--- config.mk ---
export PLATFORM = sky130hd
export DESIGN_NAME = eth_arb_mux
export DESIGN_NICKNAME = d
export VERILOG_FILES = /design/src/eth_mux_pkg.sv /design/src/arbiter.sv /design/src/axis_out_reg.sv /design/src/eth_arb_mux.sv
export SDC_FILE = /design/constraint.sdc
export NUM_CORES = 1
export LEC_CHECK = 0
export ABC_AREA = 1
export BUFFER_PORTS_ARGS = -buffer_cell sky130_fd_sc_hd__buf_4
export CORE_AREA = 4 4 243 245
export DETAILED_ROUTE_END_ITERATION = 10
export DIE_AREA = 0 0 247 249
export HOLD_SLACK_MARGIN = 0.12
export PLACE_DENSITY_LB_ADDON = 0.15
export SLEW_MARGIN = 20
export SYNTH_ARGS = -nofsm -noshare
export SYNTH_HDL_FRONTEND = slang
export SYNTH_SLANG_ARGS = --single-unit
--- constraint.sdc ---
create_clock -name clk -period 4.1 [get_ports clk]
set_input_delay 0.82 -clock clk [delete_from_list [all_inputs] [get_ports clk]]
set_output_delay 0.82 -clock clk [all_outputs]
set_load 0.05 [all_outputs]
--- src/eth_mux_pkg.sv ---
// ethernet mux shared types
`default_nettype none

package eth_mux_pkg;

    // frame header as carried on the header channel
    typedef struct packed {
        logic [47:0] dest_mac;
        logic [47:0] src_mac;
        logic [15:0] eth_type;
    } eth_hdr_t;

    // one payload beat, byte wide
    typedef struct packed {
        logic [7:0] tdata;
        logic       tlast;
        // frame error flag
        logic       tuser;
    } axis_beat_t;

    // arbitration mode
    typedef enum logic {
        ARB_PRIORITY,
        ARB_ROUND_ROBIN
    } arb_type_e;

    // header and frame tracking in the mux
    typedef enum logic {
        ST_IDLE,
        ST_FRAME
    } frame_state_e;

endpackage

`default_nettype wire

--- src/arbiter.sv ---
// blocking request arbiter
`timescale 1ns/1ps
`default_nettype none

module arbiter #(
    parameter int                     S_COUNT  = 4,
    parameter eth_mux_pkg::arb_type_e ARB_TYPE = eth_mux_pkg::ARB_ROUND_ROBIN
) (
    input  wire logic                       clk,
    input  wire logic                       rst_n,
    input  wire logic [S_COUNT-1:0]         request,
    input  wire logic [S_COUNT-1:0]         acknowledge,
    output logic      [S_COUNT-1:0]         grant,
    output logic                            grant_valid,
    output logic      [$clog2(S_COUNT)-1:0] grant_index
);

    localparam int IDX_W = $clog2(S_COUNT);

    logic [S_COUNT-1:0] grant_reg, grant_next;
    logic               grant_valid_reg, grant_valid_next;
    logic [IDX_W-1:0]   grant_index_reg, grant_index_next;
    // round robin mask of the bits above the last winner
    logic [S_COUNT-1:0] mask_reg, mask_next;

    logic [S_COUNT-1:0] masked_req;
    logic               use_mask;
    logic [IDX_W-1:0]   pick_index;
    logic               hold;

    // lowest set bit wins
    function automatic logic [IDX_W-1:0] low_index(input logic [S_COUNT-1:0] vec);
        logic [IDX_W-1:0] idx;
        idx = '0;
        for (int i = S_COUNT - 1; i >= 0; i--) begin
            if (vec[i]) begin
                idx = IDX_W'(i);
            end
        end
        return idx;
    endfunction

    assign grant       = grant_reg;
    assign grant_valid = grant_valid_reg;
    assign grant_index = grant_index_reg;

    assign masked_req = request & mask_reg;
    assign use_mask   = (ARB_TYPE == eth_mux_pkg::ARB_ROUND_ROBIN) && (masked_req != '0);
    assign pick_index = use_mask ? low_index(masked_req) : low_index(request);

    // grant is kept until its owner acknowledges
    assign hold = grant_valid_reg && ((grant_reg & acknowledge) == '0);

    always_comb begin
        grant_next       = grant_reg;
        grant_valid_next = grant_valid_reg;
        grant_index_next = grant_index_reg;
        mask_next        = mask_reg;

        if (hold) begin
            // nothing changes while a frame is in flight
        end else if (request != '0) begin
            grant_next       = S_COUNT'(1) << pick_index;
            grant_valid_next = 1'b1;
            grant_index_next = pick_index;
            // next search starts just above this winner
            mask_next        = ({S_COUNT{1'b1}} << pick_index) << 1;
        end else begin
            grant_next       = '0;
            grant_valid_next = 1'b0;
        end
    end

    always_ff @(posedge clk or negedge rst_n) begin
        if (!rst_n) begin
            grant_reg       <= '0;
            grant_valid_reg <= 1'b0;
            grant_index_reg <= '0;
            mask_reg        <= '1;
        end else begin
            grant_reg       <= grant_next;
            grant_valid_reg <= grant_valid_next;
            grant_index_reg <= grant_index_next;
            mask_reg        <= mask_next;
        end
    end

    grant_onehot: assert property (@(posedge clk) disable iff (!rst_n)
        $onehot0(grant_reg) && (grant_valid_reg == (grant_reg != '0)));

endmodule

`default_nettype wire

--- src/axis_out_reg.sv ---
// payload output register with skid entry
`timescale 1ns/1ps
`default_nettype none

module axis_out_reg (
    input  wire logic                   clk,
    input  wire logic                   rst_n,
    input  wire logic                   in_valid,
    input  wire eth_mux_pkg::axis_beat_t in_beat,
    output logic                        in_ready,
    output logic                        m_axis_valid,
    output eth_mux_pkg::axis_beat_t     m_axis,
    input  wire logic                   m_axis_ready
);

    eth_mux_pkg::axis_beat_t out_beat_reg;
    eth_mux_pkg::axis_beat_t tmp_beat_reg;

    logic out_valid_reg, out_valid_next;
    logic tmp_valid_reg, tmp_valid_next;
    logic in_ready_reg;
    logic in_ready_early;

    logic store_in_to_out;
    logic store_in_to_tmp;
    logic store_tmp_to_out;

    assign in_ready     = in_ready_reg;
    assign m_axis_valid = out_valid_reg;
    assign m_axis       = out_beat_reg;

    // ready for next cycle if sink drains or both entries are empty
    assign in_ready_early = m_axis_ready || (!tmp_valid_reg && !out_valid_reg);

    always_comb begin
        out_valid_next   = out_valid_reg;
        tmp_valid_next   = tmp_valid_reg;
        store_in_to_out  = 1'b0;
        store_in_to_tmp  = 1'b0;
        store_tmp_to_out = 1'b0;

        if (in_ready_reg) begin
            if (m_axis_ready || !out_valid_reg) begin
                // output free or draining
                out_valid_next  = in_valid;
                store_in_to_out = 1'b1;
            end else begin
                // park the beat while the sink stalls
                tmp_valid_next  = in_valid;
                store_in_to_tmp = 1'b1;
            end
        end else if (m_axis_ready) begin
            out_valid_next   = tmp_valid_reg;
            tmp_valid_next   = 1'b0;
            store_tmp_to_out = 1'b1;
        end
    end

    always_ff @(posedge clk or negedge rst_n) begin
        if (!rst_n) begin
            out_valid_reg <= 1'b0;
            tmp_valid_reg <= 1'b0;
            in_ready_reg  <= 1'b0;
        end else begin
            out_valid_reg <= out_valid_next;
            tmp_valid_reg <= tmp_valid_next;
            in_ready_reg  <= in_ready_early;
        end
    end

    // beat storage
    always_ff @(posedge clk) begin
        if (store_in_to_out) begin
            out_beat_reg <= in_beat;
        end else if (store_tmp_to_out) begin
            out_beat_reg <= tmp_beat_reg;
        end
        if (store_in_to_tmp) begin
            tmp_beat_reg <= in_beat;
        end
    end

    tmp_no_overwrite: assert property (@(posedge clk) disable iff (!rst_n)
        store_in_to_tmp |-> !tmp_valid_reg);

endmodule

`default_nettype wire

--- src/eth_arb_mux.sv ---
// arbitrated ethernet frame mux
`timescale 1ns/1ps
`default_nettype none

module eth_arb_mux #(
    parameter int                     S_COUNT  = 4,
    parameter eth_mux_pkg::arb_type_e ARB_TYPE = eth_mux_pkg::ARB_ROUND_ROBIN
) (
    input  wire logic                                  clk,
    input  wire logic                                  rst_n,

    // source side
    input  wire logic [S_COUNT-1:0]                    s_hdr_valid,
    output logic      [S_COUNT-1:0]                    s_hdr_ready,
    input  wire eth_mux_pkg::eth_hdr_t [S_COUNT-1:0]   s_hdr,
    input  wire logic [S_COUNT-1:0]                    s_axis_valid,
    output logic      [S_COUNT-1:0]                    s_axis_ready,
    input  wire eth_mux_pkg::axis_beat_t [S_COUNT-1:0] s_axis,

    // sink side
    output logic                                       m_hdr_valid,
    input  wire logic                                  m_hdr_ready,
    output eth_mux_pkg::eth_hdr_t                      m_hdr,
    output logic                                       m_axis_valid,
    input  wire logic                                  m_axis_ready,
    output eth_mux_pkg::axis_beat_t                    m_axis
);

    localparam int IDX_W = $clog2(S_COUNT);

    eth_mux_pkg::frame_state_e state_reg, state_next;

    logic [S_COUNT-1:0] hdr_ready_reg, hdr_ready_next;
    logic               m_hdr_valid_reg, m_hdr_valid_next;
    eth_mux_pkg::eth_hdr_t m_hdr_reg;
    logic               load_hdr;

    // arbiter handshake
    logic [S_COUNT-1:0] request;
    logic [S_COUNT-1:0] acknowledge;
    logic [S_COUNT-1:0] grant;
    logic               grant_valid;
    logic [IDX_W-1:0]   grant_index;

    // granted payload
    eth_mux_pkg::axis_beat_t cur_beat;
    logic               cur_valid;
    logic               cur_xfer;
    logic               in_valid;
    logic               in_ready;

    assign s_hdr_ready = hdr_ready_reg;
    assign m_hdr_valid = m_hdr_valid_reg;
    assign m_hdr       = m_hdr_reg;

    arbiter #(
        .S_COUNT  (S_COUNT),
        .ARB_TYPE (ARB_TYPE)
    ) u_arbiter (
        .clk         (clk),
        .rst_n       (rst_n),
        .request     (request),
        .acknowledge (acknowledge),
        .grant       (grant),
        .grant_valid (grant_valid),
        .grant_index (grant_index)
    );

    // the granted source does not request again during its own frame
    assign request = s_hdr_valid & ~grant;

    assign cur_beat  = s_axis[grant_index];
    assign cur_valid = s_axis_valid[grant_index];

    // only the granted source sees payload ready
    assign s_axis_ready = S_COUNT'(in_ready && grant_valid) << grant_index;

    assign cur_xfer = cur_valid && in_ready && grant_valid;

    // release the grant on the last accepted beat
    assign acknowledge = grant & s_axis_valid & s_axis_ready & {S_COUNT{cur_beat.tlast}};

    assign in_valid = cur_valid && grant_valid;

    always_comb begin
        state_next       = state_reg;
        hdr_ready_next   = '0;
        m_hdr_valid_next = m_hdr_valid_reg && !m_hdr_ready;
        load_hdr         = 1'b0;

        // end of frame
        if (cur_xfer && cur_beat.tlast) begin
            state_next = eth_mux_pkg::ST_IDLE;
        end

        // start of frame once the header slot is free
        if (state_reg == eth_mux_pkg::ST_IDLE && grant_valid &&
            (m_hdr_ready || !m_hdr_valid_reg)) begin
            state_next       = eth_mux_pkg::ST_FRAME;
            hdr_ready_next   = grant;
            m_hdr_valid_next = 1'b1;
            load_hdr         = 1'b1;
        end
    end

    always_ff @(posedge clk or negedge rst_n) begin
        if (!rst_n) begin
            state_reg       <= eth_mux_pkg::ST_IDLE;
            hdr_ready_reg   <= '0;
            m_hdr_valid_reg <= 1'b0;
        end else begin
            state_reg       <= state_next;
            hdr_ready_reg   <= hdr_ready_next;
            m_hdr_valid_reg <= m_hdr_valid_next;
        end
    end

    // header capture
    always_ff @(posedge clk) begin
        if (load_hdr) begin
            m_hdr_reg <= s_hdr[grant_index];
        end
    end

    axis_out_reg u_out_reg (
        .clk          (clk),
        .rst_n        (rst_n),
        .in_valid     (in_valid),
        .in_beat      (cur_beat),
        .in_ready     (in_ready),
        .m_axis_valid (m_axis_valid),
        .m_axis       (m_axis),
        .m_axis_ready (m_axis_ready)
    );

    payload_ready_granted: assert property (@(posedge clk) disable iff (!rst_n)
        (s_axis_ready & ~grant) == '0);

    // header ready only ever goes to the arbiter's winner
    hdr_ready_granted: assert property (@(posedge clk) disable iff (!rst_n)
        (s_hdr_ready & ~grant) == '0);

endmodule

`default_nettype wire

Word-level counts from Yosys, hierarchy flattened:

Index checks and enable logic that the tools add are counted.

* output and inout bits: 132
* logic and storage cells: 96
* input bits: 500
* RAM bits: 0
* flip-flop bits (word level): 152
* ROM bits: 0
* memories kept: 0
* latch bits: 0

* add/subtract/negate cells: 0
* shift operators: 3
* multiply operators: 0
* divide/modulo/power cells: 0
* reductions and logical operators: 26
* order comparisons: 1
* equality and inequality tests: 2
* mux-type cells: 36
* bitwise gates (word level): 9

Operator list (count)
* $bmux W112 S2: 1
* $mux W112: 1
* $mux W10: 3
* $and A4 B4 Y4: 6
* $bmux W10 S2: 1
* $mux W1: 18
* $mux W2: 9
* $logic_and A1 B1 Y1: 10
* $mux W4: 2
* $reduce_bool A4 Y1: 2
* $reduce_and A2 Y1: 3
* $reduce_bool A2 Y1: 3
* $logic_not A1 Y1: 4
* $logic_not A4 Y1: 1
* $ne A2 B2 Y1 const B: 2
* $not A4 Y4: 1
* $shl A1 B2 Y4: 1
* $shl A1 B2 Y4 const A: 1
* $shl A4 B2 Y3 const A: 1
* $logic_or A1 B1 Y1: 3
* $lt A2 B3 Y1 const B: 1
* $bmux W1 S2: 1
* $not A1 Y1: 2

Logic depth before layout (Yosys ltp):

Gate-level depths: netlist (run 1).

* depth after elaboration: 10
* depth in mapped cells: 11
* gate-level depth less buffers: 11

Cells and area by module:

Synthesis (run 1) repeated with hierarchy kept, for this count alone.

* cell total of the unflattened synthesis: 1021
* area total of the unflattened synthesis: 8699.6 um^2

Modules (own cells, without submodules)
* eth_arb_mux: area an instance 7223.2 um^2, cells each 869, sequential area each 3513.4 um^2, instances 1
* axis_out_reg: area an instance 905.9 um^2, cells each 74, sequential area each 675.6 um^2, instances 1
* arbiter: area an instance 570.5 um^2, cells each 78, sequential area each 280.3 um^2, instances 1

Worst setup path after synthesis (run 1):

No wires, ideal clock.

* path kind: in2reg
* start point: input port m_hdr_ready
* end point: register m_hdr_reg (netlist bit m_hdr[0]), enable pin
* data required time: 3.635 ns
* arrival: 3.126 ns
* stages on the path: 2
* library setup time: 0.465 ns
* path slack: 0.509 ns
* path buffers: 0
* cells stage by stage: o21bai_1 > inv_1

* longest elaborated chain between the ends: 3

Ends and longest elaborated chain
* start: declaration: RTL line eth_arb_mux.sv:22 `input wire logic m_hdr_ready,`
* $logic_or A1 B1 Y1: RTL line eth_arb_mux.sv:98 `(m_hdr_ready || !m_hdr_valid_reg)) begin`
* $logic_and A1 B1 Y1: RTL line eth_arb_mux.sv:97 `if (state_reg == eth_mux_pkg::ST_IDLE && grant_valid &&`
* $mux W1: RTL line eth_arb_mux.sv:97
* via load_hdr: RTL line eth_arb_mux.sv:36 `logic load_hdr;`
* end signal: assignment: RTL line eth_arb_mux.sv:121 `m_hdr_reg <= s_hdr[grant_index];`
* end: declaration: RTL line eth_arb_mux.sv:35 `eth_mux_pkg::eth_hdr_t m_hdr_reg;`

The timed path passes the listed nets, and every way through them passes these cells.
A chain may end at the register's enable or synchronous reset.

Worst setup path in the final report (run 1):

* start point: register u_arbiter.grant_index_reg[1], in the netlist u_arbiter.grant_index[1]
* end point: output port s_axis_ready[3]

* longest elaborated chain between the ends: 1

Ends and longest elaborated chain
* start: declaration: RTL line arbiter.sv:22 `logic [IDX_W-1:0] grant_index_reg, grant_index_next;`
* start signal: assignment: RTL line arbiter.sv:83 `grant_index_reg <= grant_index_next;`
* $shl A1 B2 Y4: RTL line eth_arb_mux.sv:76 `assign s_axis_ready = S_COUNT'(in_ready && grant_valid) << grant_index;`
* end: declaration: RTL line eth_arb_mux.sv:17 `output logic [S_COUNT-1:0] s_axis_ready,`

No other way between the ends.

==> results.cfg, run 1 <==
[placed_design]
dpl.hpwl_mm = 35.21
dp.cells = 2304
io_buffers = 631
place.gp.congestion = 0.8694
post-place-ws_ns = 1.270

[setup_path]
cpPeakStageDelay_ns = 0.94
cp.arrival_ns = 2.36
cp.required_ns = 3.28
rrSetupSlack_ns = 1.43
rr_startpoint = u_arbiter.grant_index[1]$_DFFE_PN0P_
r2r-end = u_out_reg.m_axis[0]$_DFFE_PP_
cp-end-kind = output port
r2r_cells = 5
crit_path_top_delay_cell = dfrtp_4
crit_fanout = 70
startpoint_type = flip-flop
crit_path_cell_trace = inv_4 > nor3_1 > buf_4
timing_worst_setup_path_type = flip-flop to output port

[detailed_routing]
drtIter0Drc = 669
wirelength_mm = 46.50
drc_errors = 0
via_per_inst = 4.223
wl_per_cell_um = 19.91
first_pass_iters = 5
dr_total_vias = 9864
ant_nets = 0

[logic_synthesis]
yosys_warnings = 0
syn-num-nets = 1480
ys_seq_area_share_pct = 52.84
synthesis.area_sq_um = 8458
syn_avg_cell_area_sq_um = 8.631
ys_types = 27
syn_inst = 980
synth-seq-cells = 152

[power]
clkPwrFrac_pct = 15.8
p_sw_mw = 5.368
p_int_mw = 5.400
p_leak_nw = 6.191
seqPwrFrac_pct = 27.6
p_per_area_nw_per_um2 = 744.5
ir_worst_vdd_uv = 330.4
sw_frac_of_total_pct = 49.85
pwr-share-comb_pct = 56.6

[timing]
max_freq_mhz = 314.6
finalHoldViolCount = 0
setup_viol = 0
fin_crit_ns = 3.179
min_period_over_period_pct = 77.54
slew_violations = 0
worst_pin_slew_ns = 1.001
finalClockSkew_ns = 0.008326
relSlewSlack_pct = 33.24
fin_ws_ns = 0.9210
tns_ns = 0
rsz0062_at_grt = false
whs_ns = 0.2222

[clocking]
cts-root-buf = clkbuf_16
clk_latency_ns = 0.48
ctsHoldBuffers = 0
cts_made_buffers = 17
cts_tree = yes
cts_sinks = 152
cts_setup_buffers = 0
clk_pin_slew_ns = 0.06
clock_path_buffers = 2
ctsResizeCount = 0
cts_max_level = 4

[global_routing]
grt_max_degree = 89
antenna_found_initial = 3
grt_pass1_wl_mm = 65.39
overflow = 0
grt_use_total_pct = 14.32
grt_pass1_vias = 9983

[finish]
num-nets-final = 2058
seqCellArea_sq_um = 4477
area_growth_pct = 70.99
fillCellCount = 6199
stdcell_count = 2336
drive_gt1_share_pct = 44.94
largest_register_ffs = 112
antenna_cells = 0
multiInputGateArea_sq_um = 3503

[floorplanning]
die_w_um = 247
die_area_sq_um = 61500
start_util_pct = 14.80
die_height_um = 249
rows = 88
core-area_sq_um = 57140
pin_count = 632

[job]
drv_cap = 0

[run_status]
status = finished, final reports clean

[worst_hold_path]
hp-class = input pin to async pin
## worst max-delay path, delay by kind of cell, from the launching register on
kind | cells | cell delay [ns]
buffers and inverters | 2 | 0.65
DFF | 1 | 0.94
and+or+nand+nor | 1 | 0.29
## Yosys cell counts
master	count	area, sq um
nor2_2	4	25.02
nand2_2	4	25.02
clkbuf_1	46	172.7
nand3b_1	2	15.01
o22ai_1	122	763.2
o21ai_2	4	35.03
mux2_2	9	101.4
nor3_1	4	20.02
a21oi_1	5	25.02
buf_1	1	3.750
a21boi_0	2	15.01
a31oi_1	1	6.260
o21bai_1	2	15.01
o21ai_1	24	120.1
buf_2	24	120.1
nor2_1	256	960.9
edfxtp_1	132	3964
dfrtp_1	16	400.4
buf_4	9	67.56
nand3_1	17	85.08
buf_6	4	45.04
nor2_4	1	11.26
o21ai_0	223	1116
inv_2	2	7.510
dfstp_2	4	105.1
inv_1	19	71.32
nand2_1	43	161.4
## kinds of logic after synthesis
group	share of synthesized area, %
compound gates	24.78
buf+inv	5.769
mux	1.198
simple gates	15.41
flops	52.84
## worst max path at each step
stage | from | to | depth (start not counted)
finish | u_arbiter.grant_index[1]$_DFFE_PN0P_ | s_axis_ready[3] | 3
global route | u_arbiter.grant_index[1]$_DFFE_PN0P_ | s_axis_ready[3] | 3
CTS | u_arbiter.grant_index[1]$_DFFE_PN0P_ | s_axis_ready[3] | 3
detailed placement | u_arbiter.grant_index[1]$_DFFE_PN0P_ | s_axis_ready[3] | 3
global placement | u_arbiter.grant_index[1]$_DFFE_PN0P_ | s_axis_ready[3] | 3
floorplan | m_hdr_ready | m_hdr[0]$_DFFE_PP_ | 2
## layer usage
layer | up-vias | global-route usage (%) | wire (um)
met1 | 4611 | 16.12 | 17730
met5 | - | 0 | 7
li1 | 4689 | - | -
met4 | 2 | 6.127 | 1601
met2 | 487 | 24.22 | 22640
met3 | 75 | 5.307 | 4526
## power groups by stage
stage	Sequential (mW)	Clock, mW	Combinational, mW
after floorplan	4.66	0	2.37
after global placement	3.02	0	6.16
after detailed placement	3.02	0	6.18
after CTS	3.00	1.78	6.19
after global routing	3.04	1.83	6.59
final	2.97	1.70	6.09
## per-stage QoR
| stage | utilization [%] | cell area, sq um | power, mW |
|---|---|---|---|
| after detailed placement | 24.26 | 13860 | 9.194 |
| after global routing | 25.31 | 14460 | 11.46 |
| after CTS | 25.30 | 14460 | 10.97 |
| final | 25.31 | 14460 | 10.77 |
| after global placement | 24.26 | 13860 | 9.180 |
| after floorplan | - | 8458 | 7.032 |
## area by class of cell
| class | count | share of cell area [%] |
|---|---|---|
| repair buffers | 643 | 33.46 |
| clock buffers | 19 | 3.063 |
| clock inverters | 13 | 1.064 |
| multi-input cells | 723 | 24.22 |
| inverters | 21 | 0.6142 |
| flip-flops and latches | 152 | 30.95 |
| well taps | 765 | 6.618 |
## cell usage in the layout, fill, tap and decap left out, types with 17 or more instances in the layout
master and n:
nor2_1 255, o21ai_1 24, clkbuf_16 17, edfxtp_1 132
o22ai_1 122, nand2_1 43, inv_1 18, buf_4 642
o21ai_0 223, nand3_1 17
(Power assumes the default switching activity.)
==> inputs of run 2 (changes only) <==
==> constraint.sdc (replaced) <==
create_clock -name clk -period 3.3 [get_ports clk]
set_input_delay 0.66 -clock clk [delete_from_list [all_inputs] [get_ports clk]]
set_output_delay 0.66 -clock clk [all_outputs]
set_load 0.05 [all_outputs]
==> results.cfg, run 2 (synthesis gave the netlist of run 1 again) <==
[run_status]
status = finished, final reports clean

[timing]
fin_crit_ns = 2.685
max_freq_mhz = 372.5
min_period_over_period_pct = 81.36
worst_pin_slew_ns = 0.8056
finalHoldViolCount = 0
tns_ns = 0
slew_violations = 0
finalClockSkew_ns = 0.008936
whs_ns = 0.3989
setup_viol = 0
relSlewSlack_pct = 46.19
rsz0062_at_grt = false

[setup_path]
rr_startpoint = u_arbiter.grant_index[1]$_DFFE_PN0P_
rrSetupSlack_ns = 1.13
cp.arrival_ns = 2.02
crit_start = u_arbiter.grant_index[1]$_DFFE_PN0P_
r2r-end = m_hdr[87]$_DFFE_PP_
startpoint_type = flip-flop
timing_worst_setup_path_type = flip-flop to output port
crit_path_cell_trace = inv_4 > nor3_1 > buf_4
cp.required_ns = 2.64
crit_path_top_delay_cell = dfrtp_4
cpPeakStageDelay_ns = 0.61
crit_fanout = 60
cp-end-kind = output port
r2r_cells = 4

[finish]
area_growth_pct = 72.29
layout_commonest_cell = buf_4
num-nets-final = 2061
final_cell_mix = buf_4 (639), nor2_1 (256), o21ai_0 (223), edfxtp_1 (132), o22ai_1 (122)
drive_gt1_share_pct = 44.76
fin_util_pct = 25.50
largest_register_ffs = 112
fillCellCount = 6283
fin_area_sq_um = 14570

[global_routing]
antenna_found_initial = 5
grt_max_degree = 117
overflow = 0
grt_pass1_wl_mm = 65.08
grt_use_total_pct = 14.23
grt_pass1_vias = 10116

[detailed_routing]
wl_per_cell_um = 19.64
dr_total_vias = 9899
drc_errors = 0
drtIter0Drc = 544
via_per_inst = 4.225
wirelength_mm = 46.03
ant_nets = 0
first_pass_iters = 4

[clocking]
clock_path_buffers = 2
cts_made_buffers = 17
clk_pin_slew_ns = 0.06
cts_sinks = 152
cts-root-buf = clkbuf_16
cts_max_level = 4
cts_tree = yes
clk_latency_ns = 0.48

[power]
ir_worst_vdd_uv = 398.8
p_int_mw = 6.838
total_power_mw = 13.51
p_leak_nw = 6.218
clkPwrFrac_pct = 15.9
sw_frac_of_total_pct = 49.40
p_sw_mw = 6.675
pwr-share-comb_pct = 57.0
p_per_area_nw_per_um2 = 927.3
seqPwrFrac_pct = 27.1

[floorplanning]
die_height_um = 249
core-area_sq_um = 57140
pin_count = 632
start_util_pct = 14.80
die_w_um = 247
rows = 88
die_area_sq_um = 61500

[job]
drv_cap = 0

[placed_design]
place.gp.congestion = 0.8123
place_area_sq_um = 13940
dpl.hpwl_mm = 35.12
io_buffers = 631

[worst_hold_path]
hp-class = input pin to flip-flop
whs_endpoint = m_hdr_valid$_DFF_PN0_
hold_depth = 2
hold_start = m_hdr_ready
-- run 2: cell type report --
type                            count  area (sq um)  area share [%]
Antenna cell                        5         12.51         0.08586
Clock buffer                       18         429.2           2.945
Sequential cell                   152          4477           30.72
Timing Repair Buffer              646          4927           33.81
Inverter                           21         90.09          0.6182
Multi-Input combinational cell    723          3501           24.02
Clock inverter                     13         178.9           1.228
Tap cell                          765         957.2           6.568
-- run 2: worst max-delay path by stage --
| stage | slack [ns] | cells after the start | endpoint |
|---|---|---|---|
| global placement | 0.91 | 4 | m_hdr[51]$_DFFE_PP_ |
| detailed placement | 0.90 | 4 | m_hdr[40]$_DFFE_PP_ |
| global route | 0.45 | 3 | s_axis_ready[3] |
| floorplan | 0.003 | 3 | m_hdr[0]$_DFFE_PP_ |
| CTS | 0.47 | 3 | s_axis_ready[3] |
| finish | 0.62 | 3 | s_axis_ready[3] |
-- run 2: through the flow --
step | std cells | worst slack, ns
floorplan | 980 | 0.003482
global placement | 2306 | 0.9090
detailed placement | 2306 | 0.8965
CTS | 2338 | 0.4741
global route | 2341 | 0.4549
finish | 2343 | 0.6152
-- run 2: per-layer routing --
metal | global-route usage (%) | vias up | share of wire [%]
li1 | - | 4701 | -
met1 | 15.41 | 4721 | 38
met2 | 24.60 | 410 | 50
met3 | 5.544 | 67 | 8.9
met4 | 6.127 | 0 | 3.5
met5 | 0 | - | 0
-- run 2: worst max-delay path, delay by kind of cell, from the launching register on --
family / cells / cell delay (ns)
flops: 1 / 0.61
buf+inv: 2 / 0.78
simple gates: 1 / 0.12
-- run 2: power by group through the flow --
| stage | clock (mW) | sequential [mW] | combinational (mW) |
|---|---|---|---|
| after global routing | 2.31 | 3.74 | 8.34 |
| final | 2.15 | 3.66 | 7.71 |
| after CTS | 2.26 | 3.68 | 7.85 |
| after global placement | 0 | 3.71 | 7.82 |
| after floorplan | 0 | 5.77 | 2.95 |
| after detailed placement | 0 | 3.71 | 7.83 |
-- run 2: timing repair --
item,in CTS,in global routing
resized for setup,0,0
hold buffers,1,0
hold endpoints to repair,16,0
setup buffers,0,0
endpoints found under the setup margin,0,0
==> inputs of run 3 (changes only) <==
--- a/config.mk
+++ b/config.mk
@@ -7,9 +7,9 @@
 export LEC_CHECK = 0
 export ABC_AREA = 1
 export BUFFER_PORTS_ARGS = -buffer_cell sky130_fd_sc_hd__buf_4
-export CORE_AREA = 4 4 243 245
+export CORE_AREA = 4 4 241 243
 export DETAILED_ROUTE_END_ITERATION = 10
-export DIE_AREA = 0 0 247 249
+export DIE_AREA = 0 0 245 247
 export HOLD_SLACK_MARGIN = 0.12
 export PLACE_DENSITY_LB_ADDON = 0.15
 export SLEW_MARGIN = 20
==> constraint.sdc (replaced) <==
create_clock -name clk -period 2.2 [get_ports clk]
set_input_delay 0.44 -clock clk [delete_from_list [all_inputs] [get_ports clk]]
set_output_delay 0.44 -clock clk [all_outputs]
set_load 0.05 [all_outputs]
==> results.cfg, run 3 (synthesis gave the netlist of run 1 again) <==
[run_status]
status = finished, final reports clean

[timing]
setup_viol = 0
max_freq_mhz = 474.1
min_period_over_period_pct = 95.87
worst_pin_slew_ns = 0.4891
relSlewSlack_pct = 67.40
rsz0062_at_grt = true
finalClockSkew_ns = 0.01391
slew_violations = 0
finalHoldViolCount = 0
fin_crit_ns = 2.109

[clocking]
clk_pin_slew_ns = 0.08
cts-root-buf = clkbuf_16
cts_tree = yes
cts_made_buffers = 17
clock_path_buffers = 2
cts_sinks = 152
clk_latency_ns = 0.48
cts_max_level = 4

[power]
ir_worst_vdd_uv = 691.4
p_leak_nw = 6.371
total_power_mw = 20.89
p_per_area_nw_per_um2 = 1407

[placed_design]
place.gp.congestion = 0.8975
place_area_sq_um = 14100
io_buffers = 631
dp.cells = 2308
dpl.hpwl_mm = 36.69

[global_routing]
grt_pass1_wl_mm = 67.24
overflow = 0
grt_use_total_pct = 15.04
antenna_found_initial = 2
grt_max_degree = 97
grt_pass1_vias = 10212

[finish]
fin_util_pct = 26.54
largest_register_ffs = 112
antenna_cells = 0
fillCellCount = 6181
layout_commonest_cell = buf_4
fin_area_sq_um = 14850
multiInputGateArea_sq_um = 3532
seqCellArea_sq_um = 4478
stdcell_count = 2347
area_growth_pct = 75.59
drive_gt1_share_pct = 46.01
num-nets-final = 2078
final_cell_mix = buf_4 (648), nor2_1 (256), o21ai_0 (223), edfxtp_1 (132), o22ai_1 (122)

[setup_path]
cp-end-kind = output port
cp.arrival_ns = 1.67
startpoint_type = flip-flop
timing_worst_setup_path_type = flip-flop to output port
crit_fanout = 73
cp.required_ns = 1.76

[detailed_routing]
ant_nets = 0
via_per_inst = 4.243
first_pass_iters = 5
dr_total_vias = 9959
drtIter0Drc = 480
wirelength_mm = 47.66
drc_errors = 0
wl_per_cell_um = 20.30

[floorplanning]
start_util_pct = 15.12
rows = 87
core-area_sq_um = 55950
die_area_sq_um = 60520
pin_count = 632
die_w_um = 245
die_height_um = 247

[job]
drv_cap = 0

[worst_hold_path]
hp-class = input pin to flip-flop
==> run 3: cell types whose count changed in the layout (fill, tap and decap cells not counted), moves of 2 or more <==
cell | before | now
inv_6 | 2 | 6
clkinv_1 | 2 | 0
inv_8 | 0 | 3
nor3_2 | 0 | 4
buf_4 | 639 | 648
nor3_1 | 4 | 0
buf_12 | 6 | 9
diode_2 | 5 | 0
buf_6 | 0 | 2
bufbuf_16 | 0 | 2
clkinv_2 | 2 | 0
==> run 3: final cells by class <==
cell class	instances	area share, %
sequential	152	30.15
multi-input combinational	723	23.78
clock inverter	15	1.398
inverter	21	0.6234
tap	756	6.369
clock buffer	17	2.864
timing repair buffer	663	34.81
==> run 3: metal layers <==
layer  vias to the layer above  wire length, um  global-route usage [%]
met4                         2             1584                   6.494
met3                        63             3904                   5.194
met1                      4719            18070                   16.61
li1                       4729                -                       -
met5                         -               13                       0
met2                       446            24080                   26.30
==> run 3: stage by stage <==
| stage | TNS, ns | hold WS, ns | setup WS [ns] |
|---|---|---|---|
| floorplan | -72.00 | 0.1444 | -0.6429 |
| global placement | 0 | 0.3652 | 0.2918 |
| detailed placement | 0 | 0.3538 | 0.2524 |
| CTS | 0 | 0.1309 | 0.01082 |
| global route | -0.01184 | 0.1458 | -0.006383 |
| finish | 0 | 0.1797 | 0.09076 |
==> run 3: power breakdown <==
group	internal [mW]	switching, mW	total, mW
combinational	3.82	8.32	12.1
sequential	4.95	0.478	5.43
clock	1.83	1.49	3.32
==> run 3: path summary, 6_finish.rpt <==
path                                                       from                                 to  slack (ns)  depth (start not counted)
min in group asynchronous                                 rst_n           s_hdr_ready[2]$_DFF_PN0_        0.38                          2
min                                                 m_hdr_ready              m_hdr_valid$_DFF_PN0_        0.18                          2
min reg2reg                   u_arbiter.mask_reg[1]$_DFFE_PN1P_  u_arbiter.mask_reg[1]$_DFFE_PN1P_        0.49                          2
max                        u_arbiter.grant_index[0]$_DFFE_PN0P_                    s_axis_ready[0]        0.09                          3
max in group asynchronous                                 rst_n  u_arbiter.mask_reg[3]$_DFFE_PN1P_        1.52                          2
max reg2reg                u_arbiter.grant_index[1]$_DFFE_PN0P_               m_hdr[110]$_DFFE_PP_        0.21                          5
==> run 3: worst max-delay path, cell delays in order, from the launching register on <==
cell,delay (ns)
dfrtp_4,0.53
buf_12,0.20
nor3_2,0.23
buf_6,0.18
==> run 3: what timing repair did <==
action,4_1_cts,5_1_grt
resized for setup,1,3
buffers inserted,4,0
cloned,2,0
setup endpoints to repair,4,3
hold buffers,1,0
endpoints found under the hold margin,20,0
